===== src/upper_mem_pkg.sv =====
package upper_mem_pkg;

    // ~~~~~~~~~~~~~~~~~~~~~~~~~~~~~~~~~~~~~~~~~~~~~~~~~~
    // word and bus widths
    // ~~~~~~~~~~~~~~~~~~~~~~~~~~~~~~~~~~~~~~~~~~~~~~~~~~
    localparam int RW          = 16;
    localparam int I_SIZE      = 32;
    localparam int WB_DATA_W   = 16;
    localparam int WB_ADDR_W   = 24;
    localparam int WB_SEL_BITS = 2;

    // ~~~~~~~~~~~~~~~~~~~~~~~~~~~~~~~~~~~~~~~~~~~~~~~~~~
    // instruction cache geometry
    // ~~~~~~~~~~~~~~~~~~~~~~~~~~~~~~~~~~~~~~~~~~~~~~~~~~
    localparam int IC_INDEX_W = 4;
    localparam int IC_LINES   = 1 << IC_INDEX_W;
    // word address minus index and half bit
    localparam int IC_TAG_W   = RW - IC_INDEX_W - 1;

    // ~~~~~~~~~~~~~~~~~~~~~~~~~~~~~~~~~~~~~~~~~~~~~~~~~~
    // instruction mmu paging
    // ~~~~~~~~~~~~~~~~~~~~~~~~~~~~~~~~~~~~~~~~~~~~~~~~~~
    localparam int PG_VPAGE_W  = 4;
    localparam int PG_OFFSET_W = 12;
    localparam int PG_PPAGE_W  = 12;

    // page table entry 0, entries follow at consecutive addresses
    localparam logic [RW-1:0] SR_IMMU_BASE = 16'h0100;

    // bus master states, shared by data adapter and cache fill
    localparam logic [1:0] ST_IDLE  = 2'd0;
    localparam logic [1:0] ST_BUS   = 2'd1;
    localparam logic [1:0] ST_RETRY = 2'd2;

    // fetch word address, seen by the cache and by the mmu
    typedef union packed {
        struct packed {
            logic [IC_TAG_W-1:0]   tag;
            logic [IC_INDEX_W-1:0] index;
            logic                  half;
        } cache_view;
        struct packed {
            logic [PG_VPAGE_W-1:0]  vpage;
            logic [PG_OFFSET_W-1:0] offset;
        } page_view;
    } fetch_addr_u;

endpackage


===== src/wb_if.sv =====
`timescale 1ns/1ns

interface wb_if;

    logic                                 cyc;
    logic                                 stb;
    logic                                 we;
    logic [upper_mem_pkg::WB_ADDR_W-1:0]  adr;
    logic [upper_mem_pkg::WB_DATA_W-1:0]  dat_w;
    logic [upper_mem_pkg::WB_DATA_W-1:0]  dat_r;
    logic [upper_mem_pkg::WB_SEL_BITS-1:0] sel;
    logic                                 ack;
    logic                                 err;
    logic                                 rty;

    modport master (
        output cyc, stb, we, adr, dat_w, sel,
        input  dat_r, ack, err, rty
    );

    modport slave (
        input  cyc, stb, we, adr, dat_w, sel,
        output dat_r, ack, err, rty
    );

endinterface


===== src/wishbone_adapter.sv =====
`timescale 1ns/1ns

module wishbone_adapter (
    input  logic                         i_clk,
    input  logic                         i_rst_n,

    input  logic                         i_mem_req,
    input  logic                         i_mem_we,
    input  logic [upper_mem_pkg::RW-1:0] i_mem_addr,
    input  logic [upper_mem_pkg::RW-1:0] i_mem_data,
    output logic [upper_mem_pkg::RW-1:0] o_mem_data,
    output logic                         o_mem_ack,

    wb_if.master                         o_wb
);

    logic [1:0] state;
    logic       cyc_q;
    logic       stb_q;
    logic       we_q;
    logic [upper_mem_pkg::WB_ADDR_W-1:0] adr_q;
    logic [upper_mem_pkg::WB_DATA_W-1:0] dat_q;
    logic       start;

    // ack is still high on the cycle the requester sees it, so skip that cycle
    assign start = (state == upper_mem_pkg::ST_IDLE) && i_mem_req && !o_mem_ack;

    always_ff @(posedge i_clk) begin
        if (!i_rst_n) begin
            state     <= upper_mem_pkg::ST_IDLE;
            cyc_q     <= 1'b0;
            stb_q     <= 1'b0;
            o_mem_ack <= 1'b0;
        end else begin
            o_mem_ack <= 1'b0;
            case (state)
                upper_mem_pkg::ST_IDLE: begin
                    if (start) begin
                        cyc_q <= 1'b1;
                        stb_q <= 1'b1;
                        state <= upper_mem_pkg::ST_BUS;
                    end
                end
                upper_mem_pkg::ST_BUS: begin
                    if (o_wb.ack || o_wb.err) begin
                        cyc_q     <= 1'b0;
                        stb_q     <= 1'b0;
                        o_mem_ack <= 1'b1;
                        state     <= upper_mem_pkg::ST_IDLE;
                    end else if (o_wb.rty) begin
                        // keep the bus, drop the strobe for one cycle
                        stb_q <= 1'b0;
                        state <= upper_mem_pkg::ST_RETRY;
                    end
                end
                upper_mem_pkg::ST_RETRY: begin
                    stb_q <= 1'b1;
                    state <= upper_mem_pkg::ST_BUS;
                end
                default: state <= upper_mem_pkg::ST_IDLE;
            endcase
        end
    end

    // request payload and returned word
    always_ff @(posedge i_clk) begin
        if (start) begin
            we_q  <= i_mem_we;
            adr_q <= {{(upper_mem_pkg::WB_ADDR_W - upper_mem_pkg::RW){1'b0}}, i_mem_addr};
            dat_q <= i_mem_data;
        end
        if (state == upper_mem_pkg::ST_BUS) begin
            if (o_wb.ack) begin
                o_mem_data <= o_wb.dat_r;
            end else if (o_wb.err) begin
                o_mem_data <= '0;
            end
        end
    end

    assign o_wb.cyc   = cyc_q;
    assign o_wb.stb   = stb_q;
    assign o_wb.we    = we_q;
    assign o_wb.adr   = adr_q;
    assign o_wb.dat_w = dat_q;
    assign o_wb.sel   = '1;

    a_stb_in_cyc: assert property (@(posedge i_clk) disable iff (!i_rst_n)
        o_wb.stb |-> o_wb.cyc)
        else $error("data adapter strobe raised outside a bus cycle");

endmodule


===== src/icache.sv =====
`timescale 1ns/1ns

module icache (
    input  logic                             i_clk,
    input  logic                             i_rst_n,

    input  logic                             i_req,
    input  upper_mem_pkg::fetch_addr_u       i_addr,
    input  logic                             i_flush,
    output logic [upper_mem_pkg::I_SIZE-1:0] o_data,
    output logic                             o_ack,

    wb_if.master                             o_wb
);

    logic [upper_mem_pkg::IC_TAG_W-1:0] tag_mem  [upper_mem_pkg::IC_LINES];
    logic [upper_mem_pkg::I_SIZE-1:0]   data_mem [upper_mem_pkg::IC_LINES];
    logic [upper_mem_pkg::IC_LINES-1:0] valid;

    logic [1:0] state;
    logic       cyc_q;
    logic       stb_q;
    logic       beat;
    logic [upper_mem_pkg::WB_DATA_W-1:0] lo_q;

    logic [upper_mem_pkg::IC_INDEX_W-1:0] idx;
    logic       hit;
    logic       lookup;
    logic       fill_done;

    assign idx = i_addr.cache_view.index;
    assign hit = valid[idx] && (tag_mem[idx] == i_addr.cache_view.tag);

    // one lookup per request, never on the ack cycle itself
    assign lookup    = (state == upper_mem_pkg::ST_IDLE) && i_req && !o_ack;
    assign fill_done = (state == upper_mem_pkg::ST_BUS) && o_wb.ack && beat;

    always_ff @(posedge i_clk) begin
        if (!i_rst_n) begin
            state <= upper_mem_pkg::ST_IDLE;
            cyc_q <= 1'b0;
            stb_q <= 1'b0;
            beat  <= 1'b0;
            o_ack <= 1'b0;
            valid <= '0;
        end else begin
            o_ack <= 1'b0;
            case (state)
                upper_mem_pkg::ST_IDLE: begin
                    if (lookup && hit) begin
                        o_ack <= 1'b1;
                    end else if (lookup) begin
                        cyc_q <= 1'b1;
                        stb_q <= 1'b1;
                        beat  <= 1'b0;
                        state <= upper_mem_pkg::ST_BUS;
                    end
                end
                upper_mem_pkg::ST_BUS: begin
                    if (o_wb.ack && beat) begin
                        cyc_q <= 1'b0;
                        stb_q <= 1'b0;
                        o_ack <= 1'b1;
                        state <= upper_mem_pkg::ST_IDLE;
                    end else if (o_wb.ack) begin
                        beat <= 1'b1;
                    end else if (o_wb.err) begin
                        // abandon the fill, the pending request restarts it
                        cyc_q <= 1'b0;
                        stb_q <= 1'b0;
                        state <= upper_mem_pkg::ST_IDLE;
                    end else if (o_wb.rty) begin
                        stb_q <= 1'b0;
                        state <= upper_mem_pkg::ST_RETRY;
                    end
                end
                upper_mem_pkg::ST_RETRY: begin
                    stb_q <= 1'b1;
                    state <= upper_mem_pkg::ST_BUS;
                end
                default: state <= upper_mem_pkg::ST_IDLE;
            endcase
            if (fill_done) begin
                valid[idx] <= 1'b1;
            end
            // flush wins over a line written on the same edge
            if (i_flush) begin
                valid <= '0;
            end
        end
    end

    always_ff @(posedge i_clk) begin
        if ((state == upper_mem_pkg::ST_BUS) && o_wb.ack && !beat) begin
            lo_q <= o_wb.dat_r;
        end
        if (fill_done) begin
            tag_mem[idx]  <= i_addr.cache_view.tag;
            data_mem[idx] <= {o_wb.dat_r, lo_q};
            o_data        <= {o_wb.dat_r, lo_q};
        end else if (lookup && hit) begin
            o_data <= data_mem[idx];
        end
    end

    // even word first, then odd word
    assign o_wb.adr = {{(upper_mem_pkg::WB_ADDR_W - upper_mem_pkg::RW){1'b0}},
                       i_addr.cache_view.tag, idx, beat};
    assign o_wb.cyc   = cyc_q;
    assign o_wb.stb   = stb_q;
    assign o_wb.we    = 1'b0;
    assign o_wb.dat_w = '0;
    assign o_wb.sel   = '1;

    a_ack_with_req: assert property (@(posedge i_clk) disable iff (!i_rst_n)
        o_ack |-> i_req)
        else $error("fetch ack given with no fetch request pending");

    a_no_write: assert property (@(posedge i_clk) disable iff (!i_rst_n)
        o_wb.cyc |-> !o_wb.we)
        else $error("instruction cache issued a write cycle");

endmodule


===== src/immu.sv =====
`timescale 1ns/1ns

module immu (
    input  logic                         i_clk,
    input  logic                         i_rst_n,

    input  logic                         i_sr_we,
    input  logic [upper_mem_pkg::RW-1:0] i_sr_addr,
    input  logic [upper_mem_pkg::RW-1:0] i_sr_data,
    input  logic                         i_pag_en,

    wb_if.slave                          i_virt,
    wb_if.master                         o_phys
);

    localparam int ENTRIES = 1 << upper_mem_pkg::PG_VPAGE_W;

    logic [upper_mem_pkg::PG_PPAGE_W-1:0] page_tbl [ENTRIES];

    logic [upper_mem_pkg::RW-1:0]         sr_off;
    logic                                 sr_hit;
    upper_mem_pkg::fetch_addr_u           virt;
    logic [upper_mem_pkg::PG_PPAGE_W-1:0] ppage;

    // entry range check on the offset from the table base
    assign sr_off = i_sr_addr - upper_mem_pkg::SR_IMMU_BASE;
    assign sr_hit = i_sr_we && (sr_off[upper_mem_pkg::RW-1:upper_mem_pkg::PG_VPAGE_W] == '0);

    always_ff @(posedge i_clk) begin
        if (!i_rst_n) begin
            for (int i = 0; i < ENTRIES; i++) begin
                page_tbl[i] <= '0;
            end
        end else if (sr_hit) begin
            page_tbl[sr_off[upper_mem_pkg::PG_VPAGE_W-1:0]] <=
                i_sr_data[upper_mem_pkg::PG_PPAGE_W-1:0];
        end
    end

    assign virt  = i_virt.adr[upper_mem_pkg::RW-1:0];
    assign ppage = page_tbl[virt.page_view.vpage];

    assign o_phys.adr = i_pag_en ? {ppage, virt.page_view.offset} :
                        {{(upper_mem_pkg::WB_ADDR_W - upper_mem_pkg::RW){1'b0}}, virt};

    // everything but the address passes straight through
    assign o_phys.cyc   = i_virt.cyc;
    assign o_phys.stb   = i_virt.stb;
    assign o_phys.we    = i_virt.we;
    assign o_phys.dat_w = i_virt.dat_w;
    assign o_phys.sel   = i_virt.sel;
    assign i_virt.dat_r = o_phys.dat_r;
    assign i_virt.ack   = o_phys.ack;
    assign i_virt.err   = o_phys.err;
    assign i_virt.rty   = o_phys.rty;

endmodule


===== src/wishbone_priority_arbiter.sv =====
`timescale 1ns/1ns

module wishbone_priority_arbiter (
    input  logic                                  i_clk,
    input  logic                                  i_rst_n,

    wb_if.slave                                   i_wb0,
    wb_if.slave                                   i_wb1,

    output logic                                  o_wb_cyc,
    output logic                                  o_wb_stb,
    output logic                                  o_wb_we,
    output logic [upper_mem_pkg::WB_ADDR_W-1:0]   o_wb_adr,
    output logic [upper_mem_pkg::WB_DATA_W-1:0]   o_wb_dat,
    output logic [upper_mem_pkg::WB_SEL_BITS-1:0] o_wb_sel,
    input  logic [upper_mem_pkg::WB_DATA_W-1:0]   i_wb_dat,
    input  logic                                  i_wb_ack,
    input  logic                                  i_wb_err,
    input  logic                                  i_wb_rty
);

    logic locked;
    logic owner;
    logic owner_cyc;
    logic sel;

    // 0 is the data master and 1 the fetch master
    assign owner_cyc = owner ? i_wb1.cyc : i_wb0.cyc;
    assign sel       = (locked && owner_cyc) ? owner : (!i_wb0.cyc && i_wb1.cyc);

    always_ff @(posedge i_clk) begin
        if (!i_rst_n) begin
            locked <= 1'b0;
            owner  <= 1'b0;
        end else begin
            locked <= o_wb_cyc;
            owner  <= sel;
        end
    end

    assign o_wb_cyc = sel ? i_wb1.cyc   : i_wb0.cyc;
    assign o_wb_stb = sel ? i_wb1.stb   : i_wb0.stb;
    assign o_wb_we  = sel ? i_wb1.we    : i_wb0.we;
    assign o_wb_adr = sel ? i_wb1.adr   : i_wb0.adr;
    assign o_wb_dat = sel ? i_wb1.dat_w : i_wb0.dat_w;
    assign o_wb_sel = sel ? i_wb1.sel   : i_wb0.sel;

    // responses only to the granted master
    assign i_wb0.ack = !sel && i_wb_ack;
    assign i_wb0.err = !sel && i_wb_err;
    assign i_wb0.rty = !sel && i_wb_rty;
    assign i_wb1.ack = sel && i_wb_ack;
    assign i_wb1.err = sel && i_wb_err;
    assign i_wb1.rty = sel && i_wb_rty;

    assign i_wb0.dat_r = i_wb_dat;
    assign i_wb1.dat_r = i_wb_dat;

    a_no_preempt: assert property (@(posedge i_clk) disable iff (!i_rst_n)
        o_wb_cyc |=> (sel == $past(sel)) || !($past(sel) ? i_wb1.cyc : i_wb0.cyc))
        else $error("bus grant moved away from a master still holding cyc");

endmodule


===== src/upper_mem.sv =====
`timescale 1ns/1ns

module upper_mem (
    input  logic                                  i_clk,
    input  logic                                  i_rst_n,

    input  logic                                  i_data_req,
    input  logic                                  i_data_we,
    input  logic [upper_mem_pkg::RW-1:0]          i_data_addr,
    input  logic [upper_mem_pkg::RW-1:0]          i_data_wdata,
    output logic [upper_mem_pkg::RW-1:0]          o_data_rdata,
    output logic                                  o_data_ack,

    input  logic                                  i_fetch_req,
    input  logic [upper_mem_pkg::RW-1:0]          i_fetch_addr,
    output logic [upper_mem_pkg::I_SIZE-1:0]      o_fetch_instr,
    output logic                                  o_fetch_ack,
    input  logic                                  i_icache_flush,

    input  logic                                  i_sr_we,
    input  logic [upper_mem_pkg::RW-1:0]          i_sr_addr,
    input  logic [upper_mem_pkg::RW-1:0]          i_sr_data,
    input  logic                                  i_pag_en,

    output logic                                  o_wb_cyc,
    output logic                                  o_wb_stb,
    output logic                                  o_wb_we,
    output logic [upper_mem_pkg::WB_ADDR_W-1:0]   o_wb_adr,
    output logic [upper_mem_pkg::WB_DATA_W-1:0]   o_wb_dat,
    output logic [upper_mem_pkg::WB_SEL_BITS-1:0] o_wb_sel,
    input  logic [upper_mem_pkg::WB_DATA_W-1:0]   i_wb_dat,
    input  logic                                  i_wb_ack,
    input  logic                                  i_wb_err,
    input  logic                                  i_wb_rty
);

    wb_if data_bus ();
    wb_if fetch_virt ();
    wb_if fetch_phys ();

    wishbone_adapter data_wbm (
        .i_clk      (i_clk),
        .i_rst_n    (i_rst_n),
        .i_mem_req  (i_data_req),
        .i_mem_we   (i_data_we),
        .i_mem_addr (i_data_addr),
        .i_mem_data (i_data_wdata),
        .o_mem_data (o_data_rdata),
        .o_mem_ack  (o_data_ack),
        .o_wb       (data_bus)
    );

    icache icache_i (
        .i_clk   (i_clk),
        .i_rst_n (i_rst_n),
        .i_req   (i_fetch_req),
        .i_addr  (i_fetch_addr),
        .i_flush (i_icache_flush),
        .o_data  (o_fetch_instr),
        .o_ack   (o_fetch_ack),
        .o_wb    (fetch_virt)
    );

    immu immu_i (
        .i_clk     (i_clk),
        .i_rst_n   (i_rst_n),
        .i_sr_we   (i_sr_we),
        .i_sr_addr (i_sr_addr),
        .i_sr_data (i_sr_data),
        .i_pag_en  (i_pag_en),
        .i_virt    (fetch_virt),
        .o_phys    (fetch_phys)
    );

    // data master has priority over fetch
    wishbone_priority_arbiter wb_arb (
        .i_clk    (i_clk),
        .i_rst_n  (i_rst_n),
        .i_wb0    (data_bus),
        .i_wb1    (fetch_phys),
        .o_wb_cyc (o_wb_cyc),
        .o_wb_stb (o_wb_stb),
        .o_wb_we  (o_wb_we),
        .o_wb_adr (o_wb_adr),
        .o_wb_dat (o_wb_dat),
        .o_wb_sel (o_wb_sel),
        .i_wb_dat (i_wb_dat),
        .i_wb_ack (i_wb_ack),
        .i_wb_err (i_wb_err),
        .i_wb_rty (i_wb_rty)
    );

endmodule


===== config.mk =====
export PLATFORM = sky130hd
export DESIGN_NAME = upper_mem
export DESIGN_NICKNAME = d
export VERILOG_FILES = /design/src/upper_mem_pkg.sv /design/src/wb_if.sv /design/src/wishbone_adapter.sv /design/src/icache.sv /design/src/immu.sv /design/src/wishbone_priority_arbiter.sv /design/src/upper_mem.sv
export SDC_FILE = /design/constraint.sdc
export NUM_CORES = 1
export LEC_CHECK = 0
export ABC_CLOCK_PERIOD_IN_PS = 5960
export BUFFER_PORTS_ARGS = -buffer_cell sky130_fd_sc_hd__clkbuf_2
export CAP_MARGIN = 5
export CORE_ASPECT_RATIO = 1.5
export CORE_MARGIN = 2
export CORE_UTILIZATION = 60
export CTS_BUF_LIST = sky130_fd_sc_hd__clkbuf_4
export CTS_CLUSTER_DIAMETER = 200
export CTS_CLUSTER_SIZE = 28
export DETAILED_ROUTE_END_ITERATION = 6
export GPL_ROUTABILITY_DRIVEN = 0
export PLACE_DENSITY = 0.85
export SLEW_MARGIN = 25
export SYNTH_ARGS = -nofsm -noshare
export SYNTH_HDL_FRONTEND = slang
export SYNTH_SLANG_ARGS = --single-unit

===== constraint.sdc =====
create_clock -name i_clk -period 5.96 [get_ports i_clk]
set_input_delay 0.298 -clock i_clk [delete_from_list [all_inputs] [get_ports i_clk]]
set_output_delay 0.298 -clock i_clk [all_outputs]
set_load 0.1 [all_outputs]

==> impl_metrics.tcl, run 1 <==
set metrics [dict create \
    status "finished, final reports clean" \
    end_kind "primary output" \
    min_path_type "input pin to flip-flop" \
    crit_path_start_kind "input pin" \
    period_needed_ns 4.11 \
    tightest_slew_ns 1.02 \
    critPathKind "input pin to primary output" \
    grt_pass1_wl_mm 139 \
    track_usage_pct 27.7 \
    clockRootBuffer "clkbuf_4" \
    slew_headroom_pct 32.2 \
    p_sw_mw 3.15 \
    grt_pass1_vias 21885 \
    clk_pin_slew_ns 0.29 \
    core-area_um2 66500 \
    post_drt_via_cell_ratio 6.48 \
    rows 116 \
    overflow 0 \
    crit_required_ns 5.66 \
    port_buffers 194 \
    vias 20800 \
    setup_viol 0 \
    comb_power_share_pct 13.9 \
    slew_violations 0 \
    die_w_um 215 \
    yosysWarningCount 0 \
    finalClockSkew_ns 0.0541 \
    netlist_area_um2 40100 \
    synth_edf_count 977 \
    cts_buffers 41 \
    hold_violations 0 \
    initial_core_util_pct 60.3 \
    worstPathMaxFanout 46 \
    yosysSeqAreaShare_pct 74.7 \
    synth-seq-cells 1006 \
    fin_crit_sh_pct 69.0 \
    grt_setup_unrepaired "false" \
    drive_gt1_share_pct 26.3 \
    max_cap_viol_count 0 \
    initialDrtViolationCount 2672 \
    gr-usage-met1_pct 33.5 \
    wl_per_cell_um 29.5 \
    postCtsSetupBuffers 0 \
    synth.avg_cell_area_um2 19.8 \
    ctsHtreeMaxLevel 2 \
    die_area_um2 68900 \
    hpwl_mm 58.1 \
    ir_drop_mv 0.237 \
    antenna_found_initial 7 \
    async_flop_share_pct 0 \
    fmax_mhz 243 \
    grt_use_met2_pct 49.4 \
    busiest_layer "met2" \
    die_y_um 320 \
    p_int_mw 8.81 \
    clock_latency_ns 0.97 \
    sequentialPowerShare_pct 66.3 \
    clock_power_share_pct 19.8 \
    grt_max_degree 91 \
    cts_tree "built" \
    powerDensity_nw_per_um2 273 \
    holdWs_ns 0.0544 \
    synth_cell_type_count 55 \
    clock_sinks 1006 \
    post-route-drc-count 0 \
    tns_ns 0 \
    area_delta_synth_final_pct 9.43 \
    fillers 4251 \
    first_pass_iters 5 \
    met3_usage_pct 4.53 \
    swShare_pct 26.3 \
    p_leak_nw 14.5 \
    ant_nets 0 \
    crit_arrival_ns 3.81 \
    syn_inst 2020 \
    synth_ff_type "edfxtp_1" \
    io_pins 202 \
    finalNetCount 2409 \
    wl_mm 94.6 \
    cts_max_path_buffers 3 \
]
## critical path, cell delays in order
cell           delay (ns)
dlygate4sd3_1        0.52
buf_4                0.58
buf_4                0.50
mux4_2               0.56
mux2i_1              0.35
a21oi_1              0.13
mux2i_1              0.25
o21ai_0              0.14
clkbuf_2             0.40
## synthesized netlist by cell type (2+ instances only)
master | n | area [µm²]
ha_1 | 4 | 50.1
buf_6 | 4 | 45.0
nand3_1 | 8 | 40.0
nand4_1 | 2 | 12.5
o221ai_1 | 2 | 17.5
and4_1 | 2 | 17.5
a21o_1 | 4 | 30.0
clkbuf_1 | 75 | 282
o211ai_1 | 3 | 22.5
nor4_1 | 2 | 12.5
buf_1 | 20 | 75.1
mux4_1 | 8 | 210
mux4_2 | 256 | 5770
clkinv_1 | 2 | 7.51
a211oi_1 | 2 | 15.0
a2111oi_0 | 2 | 17.5
nor3_1 | 10 | 50.1
nand2_1 | 154 | 578
a221oi_1 | 2 | 17.5
xnor2_1 | 5 | 43.8
and3_1 | 25 | 156
nor2b_1 | 24 | 150
nor4b_1 | 2 | 17.5
a31oi_1 | 2 | 12.5
mux2i_1 | 25 | 250
buf_4 | 4 | 30.0
o2bb2ai_1 | 2 | 17.5
o22ai_1 | 2 | 12.5
nor2_1 | 38 | 143
edfxtp_1 | 977 | 29300
xor2_1 | 7 | 61.3
or2_2 | 4 | 25.0
dfxtp_1 | 29 | 581
a21oi_1 | 14 | 70.1
or3_1 | 2 | 12.5
a41o_1 | 3 | 30.0
nand3b_1 | 2 | 15.0
nand2b_1 | 11 | 68.8
o21a_1 | 19 | 143
a311oi_1 | 3 | 26.3
buf_2 | 19 | 95.1
o21ai_0 | 25 | 125
and2_1 | 196 | 1230
inv_1 | 7 | 26.3
## registers in the layout, indices dropped and copies added (netlist names), 32 cells and up
register	count
icache_i.tag_mem	176
icache_i.o_data	32
icache_i.data_mem	512
immu_i.page_tbl	192
## layout by cell type, fill, tap and decap left out, types with 21 or more instances in the layout
master	count
edfxtp_1	977
mux4_2	256
and2_1	196
clkbuf_2	191
nand2_1	152
dlygate4sd3_1	102
clkbuf_4	64
buf_4	55
dfxtp_1	29
and3_1	25
mux2i_1	25
nor2_1	24
nor2b_1	23
o21ai_0	21
## timing repair
action | in CTS | in global routing
hold endpoints to repair | 751 | 0
hold buffers | 102 | 0
gates resized for setup | 0 | 0
## layout make-up
| cell class | count | area (µm²) | share of cell area, % |
|---|---|---|---|
| clock buffers | 64 | 480 | 1.10 |
| well taps | 885 | 1110 | 2.53 |
| clock inverters | 2 | 7.51 | 0.0171 |
| multi-input cells | 882 | 9720 | 22.2 |
| diodes | 6 | 15.0 | 0.0342 |
| inverters | 10 | 38.8 | 0.0885 |
| flip-flops and latches | 1006 | 29900 | 68.2 |
| repair buffers | 357 | 2560 | 5.83 |
## power by group through the flow
stage               Sequential (mW)  Combinational (mW)  Clock, mW
floorplan                      8.14                1.08          0
global placement               8.07                1.55          0
detailed placement             8.08                1.58          0
CTS                            7.93                1.64       2.38
global route                   7.94                1.73       2.59
finish                         7.93                1.66       2.37
## final timing paths
path                                   start                               end  slack, ns  cells after the start
min reg2reg  icache_i.valid[13]$_SDFFE_PP0P_   icache_i.valid[13]$_SDFFE_PP0P_       0.52                      1
min                          i_data_addr[14]   data_wbm.o_wb.adr[14]$_DFFE_PP_       0.05                      2
max reg2reg   icache_i.state[1]$_SDFFE_PN0P_  icache_i.tag_mem[9][7]$_DFFE_PP_       1.96                      7
max                         i_fetch_addr[12]                      o_wb_adr[12]       1.85                      9
## logic make-up after synthesis
family          after synthesis  synth area share (%)
flops                      1006                  74.7
simple gates                486                  6.45
mux                         290                  15.6
buf+inv                     133                  1.46
compound gates               88                  1.46
xor+xnor                     12                 0.262
fa+ha+maj                     4                 0.125
other cells                   1               0.00936
## per-stage QoR
stage | cell area (µm²) | std cells | power (mW) | utilization, % | setup slack (ns)
after global placement | 42300 | 3038 | 9.62 | 63.7 | 1.61
after floorplan | 40100 | 2021 | 9.22 | - | 0.673
after global routing | 43800 | 3210 | 12.3 | 66.0 | 1.66
after detailed placement | 42300 | 3038 | 9.67 | 63.7 | 1.59
final | 43800 | 3212 | 12.0 | 66.0 | 1.85
after CTS | 43800 | 3206 | 12.0 | 65.9 | 1.88
## layer usage
layer  vias to the layer above  routed length [µm]  share of wire [%]
met2                      1328               50400                 53
li1                       8556                   -                  -
met1                     10649               31100                 33
met5                         -                  33              0.035
met4                         6                4490                4.7
met3                       261                8630                9.1
Power figures use the tool's default switching activity.
==> run 2, diff against run 1 <==
--- a/config.mk
+++ b/config.mk
@@ -5,7 +5,7 @@
 export SDC_FILE = /design/constraint.sdc
 export NUM_CORES = 1
 export LEC_CHECK = 0
-export ABC_CLOCK_PERIOD_IN_PS = 5960
+export ABC_CLOCK_PERIOD_IN_PS = 4200
 export BUFFER_PORTS_ARGS = -buffer_cell sky130_fd_sc_hd__clkbuf_2
 export CAP_MARGIN = 5
 export CORE_ASPECT_RATIO = 1.5
==> constraint.sdc (replaced) <==
create_clock -name i_clk -period 4.2 [get_ports i_clk]
set_input_delay 0.21 -clock i_clk [delete_from_list [all_inputs] [get_ports i_clk]]
set_output_delay 0.21 -clock i_clk [all_outputs]
set_load 0.1 [all_outputs]
==> impl_metrics.tcl, run 2 (same netlist as run 1, synthesis figures left out) <==
set metrics [dict create \
    ctsHtreeMaxLevel 2 \
    max_cap_viol_count 0 \
    largest_register_ff_count 512 \
    crit_buf_inv 3 \
    grt_pass1_vias 21524 \
    tns_ns 0 \
    area_delta_synth_final_pct 10.4 \
    p_total_mw 17.0 \
    finalNetCount 2445 \
    hold_violations 0 \
    cts_resized 0 \
    tightest_slew_ns 0.915 \
    crit_path_start_kind "flip-flop" \
    grt_setup_unrepaired "false" \
    antenna_found_initial 5 \
    first_pass_iters 6 \
    grt_max_degree 77 \
    postPlaceCellArea_um2 42500 \
    io_pins 202 \
    clock_sinks 1006 \
    final_area_um2 44200 \
    end_kind "flip-flop" \
    fin_crit_sh_pct 85.8 \
    wl_per_cell_um 29.2 \
    period_needed_ns 3.60 \
    initial_core_util_pct 60.3 \
    ir_drop_mv 0.399 \
    rows 116 \
    crit_arrival_ns 4.48 \
    clockRootBuffer "clkbuf_4" \
    slew_headroom_pct 39.0 \
    cts_max_path_buffers 3 \
    wl_mm 94.6 \
    powerDensity_nw_per_um2 384 \
    clk_pin_slew_ns 0.26 \
    grt_pass1_wl_mm 138 \
    setup_viol 0 \
    cp_cell_sequence "mux4_2, mux2i_1, xnor2_1, a2111oi_0, buf_4, a21oi_1, nand4b_1, buf_4, nand3_1, mux2i_1, dlygate4sd3_1" \
    cts_tree "built" \
    fillers 4182 \
    status "finished, final reports clean" \
    regArea_um2 29900 \
    port_buffers 194 \
    core-area_um2 66500 \
    finalClockSkew_ns 0.0302 \
    slew_violations 0 \
    track_usage_pct 27.7 \
    max_stage_delay_ns 0.60 \
    layout_common_cells "edfxtp_1 (977), mux4_2 (256), and2_1 (196), clkbuf_2 (191), nand2_1 (152)" \
    post_drt_via_cell_ratio 6.42 \
    crit_required_ns 5.08 \
    cts_buffers 41 \
    cp_slowest_cell "a2111oi_0" \
    vias 20826 \
    drive_gt1_share_pct 26.6 \
    layout.cells.most_common "edfxtp_1" \
    clock_latency_ns 0.93 \
    worstPathMaxFanout 10 \
    ant_nets 0 \
    die_w_um 215 \
    min_path_type "input pin to flip-flop" \
    fmax_mhz 278 \
    post-route-drc-count 0 \
    initialDrtViolationCount 2938 \
    top_register "icache_i.data_mem" \
    largestRegisters "icache_i.data_mem: 512 flops, immu_i.page_tbl: 192 flops, icache_i.tag_mem: 176 flops" \
    hpwl_mm 57.9 \
    die_area_um2 68900 \
    critPathKind "flip-flop to flip-flop" \
    multi_input_area_um2 9750 \
    cp_top_family "buffers and inverters" \
    overflow 0 \
    p_leak_nw 14.7 \
    die_y_um 320 \
]
run 2: changes by cell type in the layout (fill, tap and decap cells not counted), moves of 3 or more:
cell,previous run,this run
buf_4,55,69
diode_2,6,3
o21ai_0,21,25
nor3_4,0,4
nor3_2,5,1
o21ai_1,4,0
dlygate4sd3_1,102,122
run 2: worst paths after layout:
path / from / cells after the start / slack (ns) / to
hold / removal: i_fetch_addr[3] / 4 / 0.10 / icache_i.o_data[5]$_DFFE_PP_
setup / recovery: icache_i.tag_mem[3][9]$_DFFE_PP_ / 11 / 0.60 / icache_i.o_wb.stb$_SDFFE_PN0P_
hold reg to reg: icache_i.valid[3]$_SDFFE_PP0P_ / 1 / 0.50 / icache_i.valid[3]$_SDFFE_PP0P_
setup reg to reg: icache_i.tag_mem[3][9]$_DFFE_PP_ / 11 / 0.60 / icache_i.o_wb.stb$_SDFFE_PN0P_
run 2: worst min-delay path, cell delays in order:
cell	delay (ns)
clkbuf_2	0.30
mux4_2	0.31
nand2_1	0.05
nand2_1	0.06
run 2: layout make-up:
type                       count  share of cell area [%]
antenna                        3                  0.0170
clock inverter                 2                  0.0170
sequential                  1006                    67.7
multi-input combinational    882                    22.1
inverter                      10                  0.0877
tap                          885                    2.50
clock buffer                  65                    1.10
timing repair buffer         393                    6.55
run 2: what timing repair did:
item                      4_1_cts  5_1_grt
hold endpoints to repair      757        0
hold buffers                  122        0
setup buffers                   0        0
run 2: per-stage QoR:
| stage | instances | utilization (%) | hold WS [ns] | setup WS [ns] |
|---|---|---|---|---|
| CTS | 3243 | 66.5 | 0.0342 | 0.618 |
| detailed placement | 3054 | 63.9 | 0.389 | 0.521 |
| finish | 3246 | 66.5 | 0.102 | 0.598 |
| global placement | 3054 | 63.9 | 0.387 | 0.568 |
| floorplan | 2021 | - | 0.309 | 0.122 |
| global route | 3245 | 66.5 | 0.0732 | 0.470 |
run 2: routing by layer:
metal / track usage (%) / vias to the layer above / routed length [µm]
li1: - / 8623 / -
met2: 48.2 / 1339 / 49400
met1: 34.9 / 10603 / 31600
met4: 12.1 / 4 / 4390
met5: 0 / - / 27
met3: 4.46 / 257 / 9240
run 2: report_power, final:
part	internal, mW	switching, mW
clock network	0.691	2.65
registers	11.2	0.0871
logic	0.676	1.72
total	12.5	4.45
